### src/common/ccc_pkg.sv
// Shared command codes, bus types and frame states of the I3C target CCC handler
`default_nettype none

package ccc_pkg;

  // Broadcast command codes
  localparam logic [7:0] CCC_BCAST_ENEC     = 8'h00;
  localparam logic [7:0] CCC_BCAST_DISEC    = 8'h01;
  localparam logic [7:0] CCC_BCAST_RSTDAA   = 8'h06;
  localparam logic [7:0] CCC_BCAST_ENTDAA   = 8'h07;
  localparam logic [7:0] CCC_BCAST_SETMWL   = 8'h09;
  localparam logic [7:0] CCC_BCAST_SETMRL   = 8'h0A;
  localparam logic [7:0] CCC_BCAST_SETAASA  = 8'h29;

  // Direct command codes
  localparam logic [7:0] CCC_DIRECT_ENEC      = 8'h80;
  localparam logic [7:0] CCC_DIRECT_DISEC     = 8'h81;
  localparam logic [7:0] CCC_DIRECT_SETDASA   = 8'h87;
  localparam logic [7:0] CCC_DIRECT_SETMWL    = 8'h89;
  localparam logic [7:0] CCC_DIRECT_SETMRL    = 8'h8A;
  localparam logic [7:0] CCC_DIRECT_GETMWL    = 8'h8B;
  localparam logic [7:0] CCC_DIRECT_GETMRL    = 8'h8C;
  localparam logic [7:0] CCC_DIRECT_GETPID    = 8'h8D;
  localparam logic [7:0] CCC_DIRECT_GETBCR    = 8'h8E;
  localparam logic [7:0] CCC_DIRECT_GETDCR    = 8'h8F;
  localparam logic [7:0] CCC_DIRECT_GETSTATUS = 8'h90;

  // Codes with a defining byte that are not supported here
  localparam logic [7:0] CCC_BCAST_ENDXFER  = 8'h12;
  localparam logic [7:0] CCC_BCAST_RSTACT   = 8'h2A;
  localparam logic [7:0] CCC_DIRECT_ENDXFER = 8'h92;
  localparam logic [7:0] CCC_DIRECT_RSTACT  = 8'h9A;

  localparam logic [6:0]  I3C_RSVD_ADDR   = 7'h7E;
  localparam logic [7:0]  GETMRL_IBI_SIZE = 8'hFF;
  localparam int unsigned CCC_DIRECT_BIT  = 7;

  typedef struct packed {
    logic [6:0] sta_addr;
    logic       sta_valid;
    logic [6:0] dyn_addr;
    logic       dyn_valid;
  } ccc_addr_cfg_t;

  typedef struct packed {
    logic       req_bit;
    logic       req_byte;
    logic       sel_od_pp;
    logic [7:0] value;
  } ccc_bus_req_t;

  typedef struct packed {
    logic [7:0]  bcr;
    logic [7:0]  dcr;
    logic [15:0] status;
    logic [15:0] mwl;
    logic [15:0] mrl;
    logic [47:0] pid;
  } ccc_get_data_t;

  typedef struct packed {
    logic hj;
    logic crr;
    logic ibi;
  } ccc_events_t;

  // One received byte read as a direct address or as ENEC/DISEC flags
  typedef union packed {
    struct packed {
      logic [6:0] addr;
      logic       rnw;
    } da;
    struct packed {
      logic [3:0] rsvd_hi;
      logic       hj;
      logic       rsvd;
      logic       crr;
      logic       ibi;
    } ev;
  } ccc_rx_byte_u;

  typedef enum logic [3:0] {
    ST_IDLE,
    ST_WAIT,
    ST_TBIT,
    ST_DIRECT_BYTE,
    ST_DIRECT_ADDR,
    ST_ADDR_ACK,
    ST_RX_DATA,
    ST_RX_TBIT,
    ST_TX_DATA,
    ST_TX_TBIT,
    ST_WAIT_BUS_COND,
    ST_WAIT_STOP,
    ST_DONE
  } ccc_state_e;

endpackage

`default_nettype wire

### src/ccc/ccc_frame_fsm.sv
// Frame state machine that walks a CCC frame and issues the bus requests
`timescale 1ns/100ps
`default_nettype none

module ccc_frame_fsm
  import ccc_pkg::*;
(
  input  logic          clk_i,
  input  logic          rst_ni,
  input  logic [7:0]    ccc_i,
  input  logic          ccc_valid_i,
  input  ccc_addr_cfg_t addr_cfg_i,
  input  logic [7:0]    bus_rx_data_i,
  input  logic          bus_rx_done_i,
  input  logic          bus_tx_done_i,
  input  logic          bus_rstart_det_i,
  input  logic          bus_stop_det_i,
  input  logic [7:0]    get_byte_i,
  input  logic          get_last_i,
  output ccc_bus_req_t  bus_req_o,
  output logic          done_o,
  output logic [7:0]    cmd_code_o,
  output logic          tbit_done_o,
  output logic          data_tbit_done_o,
  output ccc_rx_byte_u  rx_byte_o,
  output logic [7:0]    data_idx_o,
  output logic          addr_match_o,
  output logic          get_load_o,
  output logic          get_sent_o
);

  ccc_state_e   state_q;
  ccc_state_e   state_d;
  logic [7:0]   cmd_q;
  ccc_rx_byte_u addr_q;
  ccc_rx_byte_u rx_byte_q;
  logic [7:0]   data_idx_q;
  logic         is_direct;
  logic         has_def_byte;
  logic         addr_rsvd;
  logic         addr_match;
  logic         new_cmd;
  logic         new_addr;

  assign is_direct    = cmd_q[CCC_DIRECT_BIT];
  assign has_def_byte = cmd_q inside {CCC_BCAST_ENDXFER, CCC_BCAST_RSTACT,
                                      CCC_DIRECT_ENDXFER, CCC_DIRECT_RSTACT};
  assign addr_rsvd    = addr_q.da.addr == I3C_RSVD_ADDR;
  assign new_cmd      = state_q == ST_WAIT && ccc_valid_i;
  assign new_addr     = state_q == ST_DIRECT_ADDR && bus_rx_done_i;

  // Dynamic address wins once assigned
  always_comb begin
    if (addr_cfg_i.dyn_valid) begin
      addr_match = addr_q.da.addr == addr_cfg_i.dyn_addr;
    end else if (addr_cfg_i.sta_valid) begin
      addr_match = addr_q.da.addr == addr_cfg_i.sta_addr;
    end else begin
      addr_match = 1'b0;
    end
  end

  // Address is cleared per command so broadcast data never sees a stale 7E
  always_ff @(posedge clk_i or negedge rst_ni) begin
    if (!rst_ni) begin
      cmd_q  <= '0;
      addr_q <= '0;
    end else if (new_cmd) begin
      cmd_q  <= ccc_i;
      addr_q <= '0;
    end else if (new_addr) begin
      addr_q <= bus_rx_data_i;
    end
  end

  always_ff @(posedge clk_i or negedge rst_ni) begin
    if (!rst_ni) begin
      data_idx_q <= '0;
    end else if (new_cmd || new_addr) begin
      data_idx_q <= '0;
    end else if (state_q == ST_RX_TBIT && bus_rx_done_i) begin
      data_idx_q <= data_idx_q + 8'd1;
    end
  end

  always_ff @(posedge clk_i or negedge rst_ni) begin
    if (!rst_ni) begin
      rx_byte_q <= '0;
    end else if (state_q == ST_RX_DATA && bus_rx_done_i) begin
      rx_byte_q <= bus_rx_data_i;
    end
  end

  always_comb begin
    state_d = state_q;
    unique case (state_q)
      ST_IDLE: state_d = ST_WAIT;
      ST_WAIT: if (ccc_valid_i) state_d = ST_TBIT;
      ST_TBIT: begin
        if (bus_rx_done_i) begin
          if (cmd_q == CCC_BCAST_ENTDAA || has_def_byte) state_d = ST_WAIT_STOP;
          else if (is_direct) state_d = ST_DIRECT_BYTE;
          else state_d = ST_RX_DATA;
        end
      end
      // Only a repeated start is legal before the first direct address
      ST_DIRECT_BYTE: begin
        if (bus_rstart_det_i) state_d = ST_DIRECT_ADDR;
        else if (bus_rx_done_i) state_d = ST_WAIT_STOP;
      end
      ST_DIRECT_ADDR: if (bus_rx_done_i) state_d = ST_ADDR_ACK;
      ST_ADDR_ACK: begin
        if (bus_tx_done_i) begin
          if (addr_rsvd) state_d = ST_WAIT_STOP;
          else if (addr_match && addr_q.da.rnw) state_d = ST_TX_DATA;
          else if (addr_match) state_d = ST_RX_DATA;
          else state_d = ST_WAIT_BUS_COND;
        end
      end
      ST_RX_DATA: begin
        if (bus_rstart_det_i) state_d = ST_DIRECT_ADDR;
        else if (bus_rx_done_i) state_d = ST_RX_TBIT;
      end
      ST_RX_TBIT: if (bus_rx_done_i) state_d = ST_RX_DATA;
      ST_TX_DATA: begin
        if (bus_rstart_det_i) state_d = ST_DIRECT_ADDR;
        else if (bus_tx_done_i) state_d = ST_TX_TBIT;
      end
      ST_TX_TBIT: begin
        if (bus_tx_done_i) state_d = get_last_i ? ST_WAIT_BUS_COND : ST_TX_DATA;
      end
      ST_WAIT_BUS_COND: if (bus_rstart_det_i) state_d = ST_DIRECT_ADDR;
      ST_DONE: state_d = ST_IDLE;
      default: state_d = state_q;
    endcase
  end

  // STOP ends the frame from any state
  always_ff @(posedge clk_i or negedge rst_ni) begin
    if (!rst_ni) begin
      state_q <= ST_IDLE;
    end else if (bus_stop_det_i) begin
      state_q <= ST_DONE;
    end else begin
      state_q <= state_d;
    end
  end

  always_comb begin
    bus_req_o = '0;
    unique case (state_q)
      ST_TBIT, ST_RX_TBIT: bus_req_o.req_bit = 1'b1;
      ST_DIRECT_BYTE, ST_RX_DATA: bus_req_o.req_byte = !bus_rstart_det_i;
      ST_DIRECT_ADDR: bus_req_o.req_byte = 1'b1;
      // Open-drain ACK bit that NACKs a foreign address
      ST_ADDR_ACK: begin
        bus_req_o.req_bit = 1'b1;
        bus_req_o.value   = {7'b0, !(addr_match || addr_rsvd)};
      end
      ST_TX_DATA: begin
        bus_req_o.req_byte  = !bus_rstart_det_i;
        bus_req_o.sel_od_pp = 1'b1;
        bus_req_o.value     = get_byte_i;
      end
      ST_TX_TBIT: begin
        bus_req_o.req_bit   = 1'b1;
        bus_req_o.sel_od_pp = 1'b1;
        bus_req_o.value     = {7'b0, !get_last_i};
      end
      default: bus_req_o = '0;
    endcase
  end

  assign done_o           = state_q == ST_DONE;
  assign tbit_done_o      = state_q == ST_TBIT && bus_rx_done_i;
  assign data_tbit_done_o = state_q == ST_RX_TBIT && bus_rx_done_i && !addr_rsvd;
  assign get_load_o       = tbit_done_o || (state_q == ST_ADDR_ACK && bus_tx_done_i);
  assign get_sent_o       = state_q == ST_TX_DATA && bus_tx_done_i;
  assign cmd_code_o       = cmd_q;
  assign rx_byte_o        = rx_byte_q;
  assign data_idx_o       = data_idx_q;
  assign addr_match_o     = addr_match;

endmodule

`default_nettype wire

### src/ccc/ccc_get_tx.sv
// GET byte counter that selects the outgoing CSR bytes most significant first
`timescale 1ns/100ps
`default_nettype none

module ccc_get_tx
  import ccc_pkg::*;
(
  input  logic          clk_i,
  input  logic          rst_ni,
  input  logic [7:0]    cmd_code_i,
  input  ccc_get_data_t get_data_i,
  input  logic          get_load_i,
  input  logic          get_sent_i,
  output logic [7:0]    get_byte_o,
  output logic          get_last_o
);

  logic [2:0] count_q;
  logic [2:0] count_init;

  function automatic logic [7:0] pick_16(logic [15:0] word, logic [2:0] cnt);
    logic [7:0] sel;
    sel = 8'h00;
    if (cnt == 3'd2) sel = word[15:8];
    else if (cnt == 3'd1) sel = word[7:0];
    return sel;
  endfunction

  always_comb begin
    case (cmd_code_i)
      CCC_DIRECT_GETBCR, CCC_DIRECT_GETDCR:    count_init = 3'd1;
      CCC_DIRECT_GETSTATUS, CCC_DIRECT_GETMWL: count_init = 3'd2;
      CCC_DIRECT_GETMRL:                       count_init = 3'd3;
      CCC_DIRECT_GETPID:                       count_init = 3'd6;
      default:                                 count_init = 3'd0;
    endcase
  end

  // Saturates at zero when a read runs past the end
  always_ff @(posedge clk_i or negedge rst_ni) begin
    if (!rst_ni) begin
      count_q <= '0;
    end else if (get_load_i) begin
      count_q <= count_init;
    end else if (get_sent_i && count_q != 3'd0) begin
      count_q <= count_q - 3'd1;
    end
  end

  always_comb begin
    get_byte_o = 8'h00;
    case (cmd_code_i)
      CCC_DIRECT_GETBCR: if (count_q == 3'd1) get_byte_o = get_data_i.bcr;
      CCC_DIRECT_GETDCR: if (count_q == 3'd1) get_byte_o = get_data_i.dcr;
      CCC_DIRECT_GETSTATUS: get_byte_o = pick_16(get_data_i.status, count_q);
      CCC_DIRECT_GETMWL: get_byte_o = pick_16(get_data_i.mwl, count_q);
      // Third byte is the max IBI payload size
      CCC_DIRECT_GETMRL: begin
        if (count_q == 3'd1) get_byte_o = GETMRL_IBI_SIZE;
        else get_byte_o = pick_16(get_data_i.mrl, count_q - 3'd1);
      end
      CCC_DIRECT_GETPID: begin
        case (count_q)
          3'd6: get_byte_o = get_data_i.pid[47:40];
          3'd5: get_byte_o = get_data_i.pid[39:32];
          3'd4: get_byte_o = get_data_i.pid[31:24];
          3'd3: get_byte_o = get_data_i.pid[23:16];
          3'd2: get_byte_o = get_data_i.pid[15:8];
          3'd1: get_byte_o = get_data_i.pid[7:0];
          default: get_byte_o = 8'h00;
        endcase
      end
      default: get_byte_o = 8'h00;
    endcase
  end

  assign get_last_o = count_q == 3'd0;

endmodule

`default_nettype wire

### src/ccc/ccc_set_regs.sv
// Registers and strobes written by the SET, ENEC, DISEC and address CCCs
`timescale 1ns/100ps
`default_nettype none

module ccc_set_regs
  import ccc_pkg::*;
(
  input  logic          clk_i,
  input  logic          rst_ni,
  input  logic [7:0]    cmd_code_i,
  input  ccc_addr_cfg_t addr_cfg_i,
  input  logic          tbit_done_i,
  input  logic          data_tbit_done_i,
  input  ccc_rx_byte_u  rx_byte_i,
  input  logic [7:0]    data_idx_i,
  input  logic          addr_match_i,
  input  logic          done_i,
  output logic [15:0]   mwl_o,
  output logic          set_mwl_o,
  output logic [15:0]   mrl_o,
  output logic          set_mrl_o,
  output ccc_events_t   enec_o,
  output ccc_events_t   disec_o,
  output logic          rstdaa_o,
  output logic [6:0]    dasa_o,
  output logic          set_dasa_o,
  output logic          status_read_o
);

  logic accept;
  logic first_byte;
  logic is_setmwl;
  logic is_setmrl;
  logic is_enec;
  logic is_disec;
  logic status_open_q;

  // Direct data only counts for the addressed target
  assign accept     = data_tbit_done_i && (!cmd_code_i[CCC_DIRECT_BIT] || addr_match_i);
  assign first_byte = accept && data_idx_i == 8'd0;
  assign is_setmwl  = cmd_code_i inside {CCC_BCAST_SETMWL, CCC_DIRECT_SETMWL};
  assign is_setmrl  = cmd_code_i inside {CCC_BCAST_SETMRL, CCC_DIRECT_SETMRL};
  assign is_enec    = cmd_code_i inside {CCC_BCAST_ENEC, CCC_DIRECT_ENEC};
  assign is_disec   = cmd_code_i inside {CCC_BCAST_DISEC, CCC_DIRECT_DISEC};

  // Length words arrive high byte first and strobe after the low byte
  always_ff @(posedge clk_i or negedge rst_ni) begin
    if (!rst_ni) begin
      mwl_o     <= '0;
      set_mwl_o <= 1'b0;
      mrl_o     <= '0;
      set_mrl_o <= 1'b0;
    end else begin
      set_mwl_o <= 1'b0;
      set_mrl_o <= 1'b0;
      if (accept && is_setmwl) begin
        if (data_idx_i == 8'd0) mwl_o[15:8] <= rx_byte_i;
        else if (data_idx_i == 8'd1) begin
          mwl_o[7:0] <= rx_byte_i;
          set_mwl_o  <= 1'b1;
        end
      end
      if (accept && is_setmrl) begin
        if (data_idx_i == 8'd0) mrl_o[15:8] <= rx_byte_i;
        else if (data_idx_i == 8'd1) begin
          mrl_o[7:0] <= rx_byte_i;
          set_mrl_o  <= 1'b1;
        end
      end
    end
  end

  always_ff @(posedge clk_i or negedge rst_ni) begin
    if (!rst_ni) begin
      enec_o  <= '0;
      disec_o <= '0;
    end else if (first_byte && is_enec) begin
      enec_o <= '{hj: rx_byte_i.ev.hj, crr: rx_byte_i.ev.crr, ibi: rx_byte_i.ev.ibi};
    end else if (first_byte && is_disec) begin
      disec_o <= '{hj: rx_byte_i.ev.hj, crr: rx_byte_i.ev.crr, ibi: rx_byte_i.ev.ibi};
    end
  end

  // SETAASA and SETDASA share one dynamic address strobe
  always_ff @(posedge clk_i or negedge rst_ni) begin
    if (!rst_ni) begin
      dasa_o     <= '0;
      set_dasa_o <= 1'b0;
      rstdaa_o   <= 1'b0;
    end else begin
      set_dasa_o <= 1'b0;
      rstdaa_o   <= tbit_done_i && cmd_code_i == CCC_BCAST_RSTDAA;
      if (tbit_done_i && cmd_code_i == CCC_BCAST_SETAASA && addr_cfg_i.sta_valid) begin
        dasa_o     <= addr_cfg_i.sta_addr;
        set_dasa_o <= 1'b1;
      end else if (first_byte && cmd_code_i == CCC_DIRECT_SETDASA) begin
        dasa_o     <= rx_byte_i.da.addr;
        set_dasa_o <= 1'b1;
      end
    end
  end

  // GETSTATUS read is reported once the frame closes
  always_ff @(posedge clk_i or negedge rst_ni) begin
    if (!rst_ni) begin
      status_open_q <= 1'b0;
      status_read_o <= 1'b0;
    end else begin
      status_read_o <= status_open_q && done_i && addr_match_i;
      if (done_i) status_open_q <= 1'b0;
      else if (tbit_done_i && cmd_code_i == CCC_DIRECT_GETSTATUS) status_open_q <= 1'b1;
    end
  end

endmodule

`default_nettype wire

### src/rtl/i3c_ccc.sv
// I3C target CCC handler top with frame FSM, GET source and SET registers
`timescale 1ns/100ps
`default_nettype none

module i3c_ccc
  import ccc_pkg::*;
(
  input  logic          clk_i,
  input  logic          rst_ni,
  input  logic [7:0]    ccc_i,
  input  logic          ccc_valid_i,
  input  ccc_addr_cfg_t addr_cfg_i,
  input  ccc_get_data_t get_data_i,
  input  logic [7:0]    bus_rx_data_i,
  input  logic          bus_rx_done_i,
  input  logic          bus_tx_done_i,
  input  logic          bus_rstart_det_i,
  input  logic          bus_stop_det_i,
  output ccc_bus_req_t  bus_req_o,
  output logic          done_o,
  output logic [15:0]   mwl_o,
  output logic          set_mwl_o,
  output logic [15:0]   mrl_o,
  output logic          set_mrl_o,
  output ccc_events_t   enec_o,
  output ccc_events_t   disec_o,
  output logic          rstdaa_o,
  output logic [6:0]    dasa_o,
  output logic          set_dasa_o,
  output logic          status_read_o
);

  logic [7:0]   cmd_code;
  logic         tbit_done;
  logic         data_tbit_done;
  ccc_rx_byte_u rx_byte;
  logic [7:0]   data_idx;
  logic         addr_match;
  logic         get_load;
  logic         get_sent;
  logic [7:0]   get_byte;
  logic         get_last;

  ccc_frame_fsm ccc_frame_fsm_i (
    .clk_i,
    .rst_ni,
    .ccc_i,
    .ccc_valid_i,
    .addr_cfg_i,
    .bus_rx_data_i,
    .bus_rx_done_i,
    .bus_tx_done_i,
    .bus_rstart_det_i,
    .bus_stop_det_i,
    .get_byte_i       (get_byte),
    .get_last_i       (get_last),
    .bus_req_o,
    .done_o,
    .cmd_code_o       (cmd_code),
    .tbit_done_o      (tbit_done),
    .data_tbit_done_o (data_tbit_done),
    .rx_byte_o        (rx_byte),
    .data_idx_o       (data_idx),
    .addr_match_o     (addr_match),
    .get_load_o       (get_load),
    .get_sent_o       (get_sent)
  );

  ccc_get_tx ccc_get_tx_i (
    .clk_i,
    .rst_ni,
    .cmd_code_i (cmd_code),
    .get_data_i,
    .get_load_i (get_load),
    .get_sent_i (get_sent),
    .get_byte_o (get_byte),
    .get_last_o (get_last)
  );

  ccc_set_regs ccc_set_regs_i (
    .clk_i,
    .rst_ni,
    .cmd_code_i       (cmd_code),
    .addr_cfg_i,
    .tbit_done_i      (tbit_done),
    .data_tbit_done_i (data_tbit_done),
    .rx_byte_i        (rx_byte),
    .data_idx_i       (data_idx),
    .addr_match_i     (addr_match),
    .done_i           (done_o),
    .mwl_o,
    .set_mwl_o,
    .mrl_o,
    .set_mrl_o,
    .enec_o,
    .disec_o,
    .rstdaa_o,
    .dasa_o,
    .set_dasa_o,
    .status_read_o
  );

endmodule

`default_nettype wire

### config.mk
export PLATFORM = sky130hd
export DESIGN_NAME = i3c_ccc
export DESIGN_NICKNAME = d
export VERILOG_FILES = /design/src/common/ccc_pkg.sv /design/src/ccc/ccc_frame_fsm.sv /design/src/ccc/ccc_get_tx.sv /design/src/ccc/ccc_set_regs.sv /design/src/rtl/i3c_ccc.sv
export SDC_FILE = /design/constraint.sdc
export NUM_CORES = 1
export LEC_CHECK = 0
export BUFFER_PORTS_ARGS = -buffer_cell sky130_fd_sc_hd__buf_4
export CORE_UTILIZATION = 55
export CTS_BUF_LIST = sky130_fd_sc_hd__clkbuf_2 sky130_fd_sc_hd__clkbuf_4 sky130_fd_sc_hd__clkbuf_8
export CTS_CLUSTER_DIAMETER = 40
export CTS_CLUSTER_SIZE = 10
export DETAILED_ROUTE_END_ITERATION = 8
export PLACE_DENSITY = 0.88
export SLEW_MARGIN = 5
export SYNTH_ARGS = -nofsm -noshare
export SYNTH_HDL_FRONTEND = slang
export SYNTH_HIERARCHICAL = 1
export SYNTH_SLANG_ARGS = --single-unit
### constraint.sdc
create_clock -name clk_i -period 7.07 [get_ports clk_i]
set_input_delay 0.707 -clock clk_i [delete_from_list [all_inputs] [get_ports clk_i]]
set_output_delay 0.707 -clock clk_i [all_outputs]
set_load 0.05 [all_outputs]
[Yosys cells after proc, flatten, opt, wreduce, memory -nomap -nowiden]
Index checks and enable logic that the tools add are counted.
Word-level totals
  input port bits: 151
  bits in registers: 90
  logic and storage cells: 196
Operators by class
  equality and inequality tests: 54
  bitwise gates (word level): 2
  add/subtract/negate cells: 2
  multiplexer cells: 55
  reductions and logical operators: 60
Operator list (count)
  $eq 8x8->1 const B: 13
  $mux 8: 13
  $pmux 8 s6: 2
  $mux 4: 18
  $pmux 4 s12: 1
  $pmux 8 s3: 1
  $logic_and 1x1->1: 23
  $ne 3x3->1 const B: 7
  $reduce_bool 2->1: 9
  $eq 4x3->1 const B: 4
  $eq 4x4->1 const B: 4
  $eq 8x1->1 const B: 2
  $eq 8x3->1 const B: 2
  $eq 8x4->1 const B: 2
  $eq 8x6->1 const B: 2
  $logic_not 8->1: 2
  $eq 7x7->1: 2
  $mux 7: 2
  $reduce_bool 13->1: 1
  $mux 1: 12
  $ne 4x4->1 const B: 3
  $pmux 3 s4: 1
  $reduce_and 11->1: 1
  $eq 3x2->1 const B: 3
  23 further kinds: 43

[Depth between registers and ports, before layout]
  depth in word-level cells: 9
  depth in mapped cells: 12
  mapped depth without buffers: 10

[By module]
The synthesis kept the hierarchy.
By module, submodules not included
  ccc_frame_fsm: area each 2242.2 µm², sequential area each 900.9 µm², instances 1, cells an instance 245
  ccc_set_regs: area each 2207.1 µm², sequential area each 1276.2 µm², instances 1, cells an instance 165
  ccc_get_tx: area each 1393.8 µm², sequential area each 75.1 µm², instances 1, cells an instance 211

[Worst setup path after synthesis]
Ideal clock, no wire load.
  kind: input -> output
  start: input addr_cfg_i[10] (netlist bit)
  end: output bus_req_o[0] (netlist bit)
  stages: 5
  setup slack: 3.904 ns
  arrival: 2.459 ns
  path through: xor2_1 -> nor4_1 -> nand4_1 -> o21ai_0 -> o31ai_1
RTL lines
  start, declared: line i3c_ccc.sv:12  | input ccc_addr_cfg_t addr_cfg_i,
  end, declared: line i3c_ccc.sv:19  | output ccc_bus_req_t bus_req_o,

==> out/results.ini <==
[critical_path]
cp.required_ns = 6.36
reg2reg_depth = 6
cpPeakStageDelay_ns = 0.96
slowest_stage = ha_1
cp-start-kind = flip-flop
critPathKind = reg2out
cp.arrival_ns = 3.51
cpMostUsedCell = nand2_1
path_cells = inv_1 > ha_1 > nand3b_1 > nor4_1 > a21oi_1 > o211ai_1 > nand2_1 > o21ai_0 > nand2_1 > o31ai_1 > buf_4
path_max_fanout = 33
endpoint_kind = output pin

[synthesis]
synthTopCellsByCount = 90 x dfrtp_1, 85 x nand2_1, 47 x mux2_2
synth_area_leaders = dfrtp_1 39%, mux2_2 9.1%, nand2_1 5.5%, mux2i_1 4.5%, o21ai_0 3.9%
syn-num-nets = 779
seq_area_frac_synth_pct = 38.5
synth.top_cell.area_share_pct = 38.5
avgSynthCellArea_sq_um = 9.41
yosys_register_bits = 90
synth.most_common_cell = dfrtp_1
synth.distinct_cells = 66
syn-instance-count = 621
ys.flop_type = dfrtp_1
synthArstFlopShare_pct = 100
synth_edf_count = 0
ys_warn_count = 6
yosys.area.top_type = dfrtp_1
syn_area_sq_um = 5840

[floorplanning]
dieHeight_um = 105
die_w_um = 105
io_pins = 213
core_area_sq_um = 10300
start_util_pct = 56.6
die_area_sq_um = 11000
rows = 37

[hold_path]
hp-class = reg2reg
hold_depth = 1

[cells_and_area]
nets = 968
syn2layout_area_growth_pct = 31.1
layout-drive-gt1-share_pct = 36.6
fill_cells = 687
n_antenna_cell = 0

[global_route]
globalRouteOverflowTotal = 0
grt_pass1_vias = 5650
grt_usage_pct = 33.9
antenna_found_initial = 0
grt_pass1_wl_um = 29200
grt_max_degree = 91

[clocking]
cts.sinks = 90
cts_tree = done
root_buffer = clkbuf_8
cts-resized-gates = 0
postCtsHoldBufs = 0
htreeDepth = 3
clkLatencyLatePin_ns = 0.36
cts_buffers = 9
cts_buffer_depth = 2
cts.reportedPaths.clkPinSlew_ns = 0.09
cts_setup_buffers = 0

[routing]
drt_iter0_markers = 811
drc = 1
vias_per_cell = 6.23
vias = 5928
routed_wl_um = 18700
wl_per_cell_um = 19.7
dr.pass1.iters = 9
ant_nets = 0

[sta]
setup_viol = 0
fmax_mhz = 237
maxSlewHeadroom_pct = 20.8
clock-skew-final_ns = 0.0109
period_minus_slack_ns = 4.22
finalCritPeriodShare_pct = 59.7
rsz0062_at_grt = no
drv_slew = 0
fin_tns_setup_ns = 0
finalHoldViolations = 0
worstMarginPinSlew_ns = 1.19

[power]
p_leak_nw = 3.73
ir_drop_mv = 0.184
power.density_nw_per_um2 = 272
p_total_mw = 2.08

[placed_design]
io_buffers = 212
routabilityCongestion = 0.962
dp_hpwl_um = 13900

[job]
cap_violations = 0

[status]
outcome = finished, violations left
violations = design-rule violations

-- cell type report --
class                   instances  area (sq um)  share of cell area (%)
flip-flops and latches         90          2250                    29.4
well taps                     136           170                    2.22
clock inverters                 6          98.8                    1.29
repair buffers                213          1600                    20.9
clock buffers                  10           131                    1.71
multi-input cells             483          3360                    43.9
inverters                      13          48.8                   0.637
-- where the power goes --
part | internal [mW] | total, mW | switching (mW)
registers | 0.577 | 0.760 | 0.184
logic | 0.388 | 0.920 | 0.532
clock network | 0.209 | 0.404 | 0.195
total | 1.17 | 2.08 | 0.910
-- metrics by stage --
stage	hold WS (ns)	utilization [%]	area, sq um	std cells	setup WS, ns
final	0.519	74.2	7660	951	2.85
after global routing	0.537	74.2	7660	951	2.61
after CTS	0.520	74.2	7660	951	2.97
after detailed placement	0.499	72.0	7430	935	3.32
after global placement	0.479	72.0	7430	935	3.45
after floorplan	0.411	-	5840	621	3.90
-- logic make-up after synthesis --
| family | after synthesis | share of synthesized area, % |
|---|---|---|
| xor+xnor | 26 | 3.90 |
| buf+inv | 48 | 3.94 |
| fa+ha+maj | 7 | 1.50 |
| mux | 73 | 13.5 |
| simple gates | 242 | 23.3 |
| flops | 90 | 38.5 |
| compound gates | 135 | 15.3 |
-- path summary, 6_finish.rpt --
path	start	endpoint	slack [ns]
max in group asynchronous	rst_ni	ccc_get_tx_i/count_q[2]	5.86
min in group asynchronous	rst_ni	ccc_set_regs_i/enec_o[2]	0.54
hold / removal	ccc_set_regs_i/disec_o[0]	ccc_set_regs_i/disec_o[0]	0.52
setup / recovery	ccc_get_tx_i/count_q[1]	bus_req_o[0]	2.85
setup reg to reg	ccc_frame_fsm_i/addr_q[6]	ccc_set_regs_i/mrl_o[8]	3.51
hold reg to reg	ccc_set_regs_i/disec_o[0]	ccc_set_regs_i/disec_o[0]	0.52
-- worst max-delay path: cells and delay by family, from the launching register on --
family / cells / cell delay, ns
buffers and inverters: 2 / 0.40
and+or+nand+nor: 4 / 0.93
AOI/OAI and AO/OA: 4 / 0.46
adders and majority gates: 1 / 0.96
DFF: 1 / 0.42
-- cells in the final DEF, fill, tap and decap left out, types with 12 or more instances in the layout --
cell type / n
mux2i_1: 26
mux2_2: 47
a21oi_1: 28
xor2_1: 13
inv_1: 13
dfrtp_1: 90
o21ai_0: 45
xnor2_1: 13
buf_4: 213
and3_1: 12
nand2_1: 85
a222oi_1: 14
nor2_1: 39
-- routing by layer --
metal,vias to the layer above,part of all wire [%],global-route usage (%)
li1,2661,-,-
met1,2824,39,44.6
met2,379,47,55.3
met3,64,10,7.92
met4,0,3.0,10.9
met5,-,0,0
-- state kept, by name, summed over array words and instances, names as in the netlist, 3 cells and up --
register / cells
ccc_frame_fsm_i/cmd_code_o: 8
ccc_frame_fsm_i/data_idx_o: 8
ccc_get_tx_i/count_q: 3
ccc_frame_fsm_i/state_q: 4
ccc_set_regs_i/mwl_o: 16
ccc_set_regs_i/dasa_o: 7
ccc_frame_fsm_i/rx_byte_o: 8
ccc_frame_fsm_i/addr_q: 8
ccc_set_regs_i/enec_o: 3
ccc_set_regs_i/mrl_o: 16
ccc_set_regs_i/disec_o: 3
(Power assumes the default switching activity.)
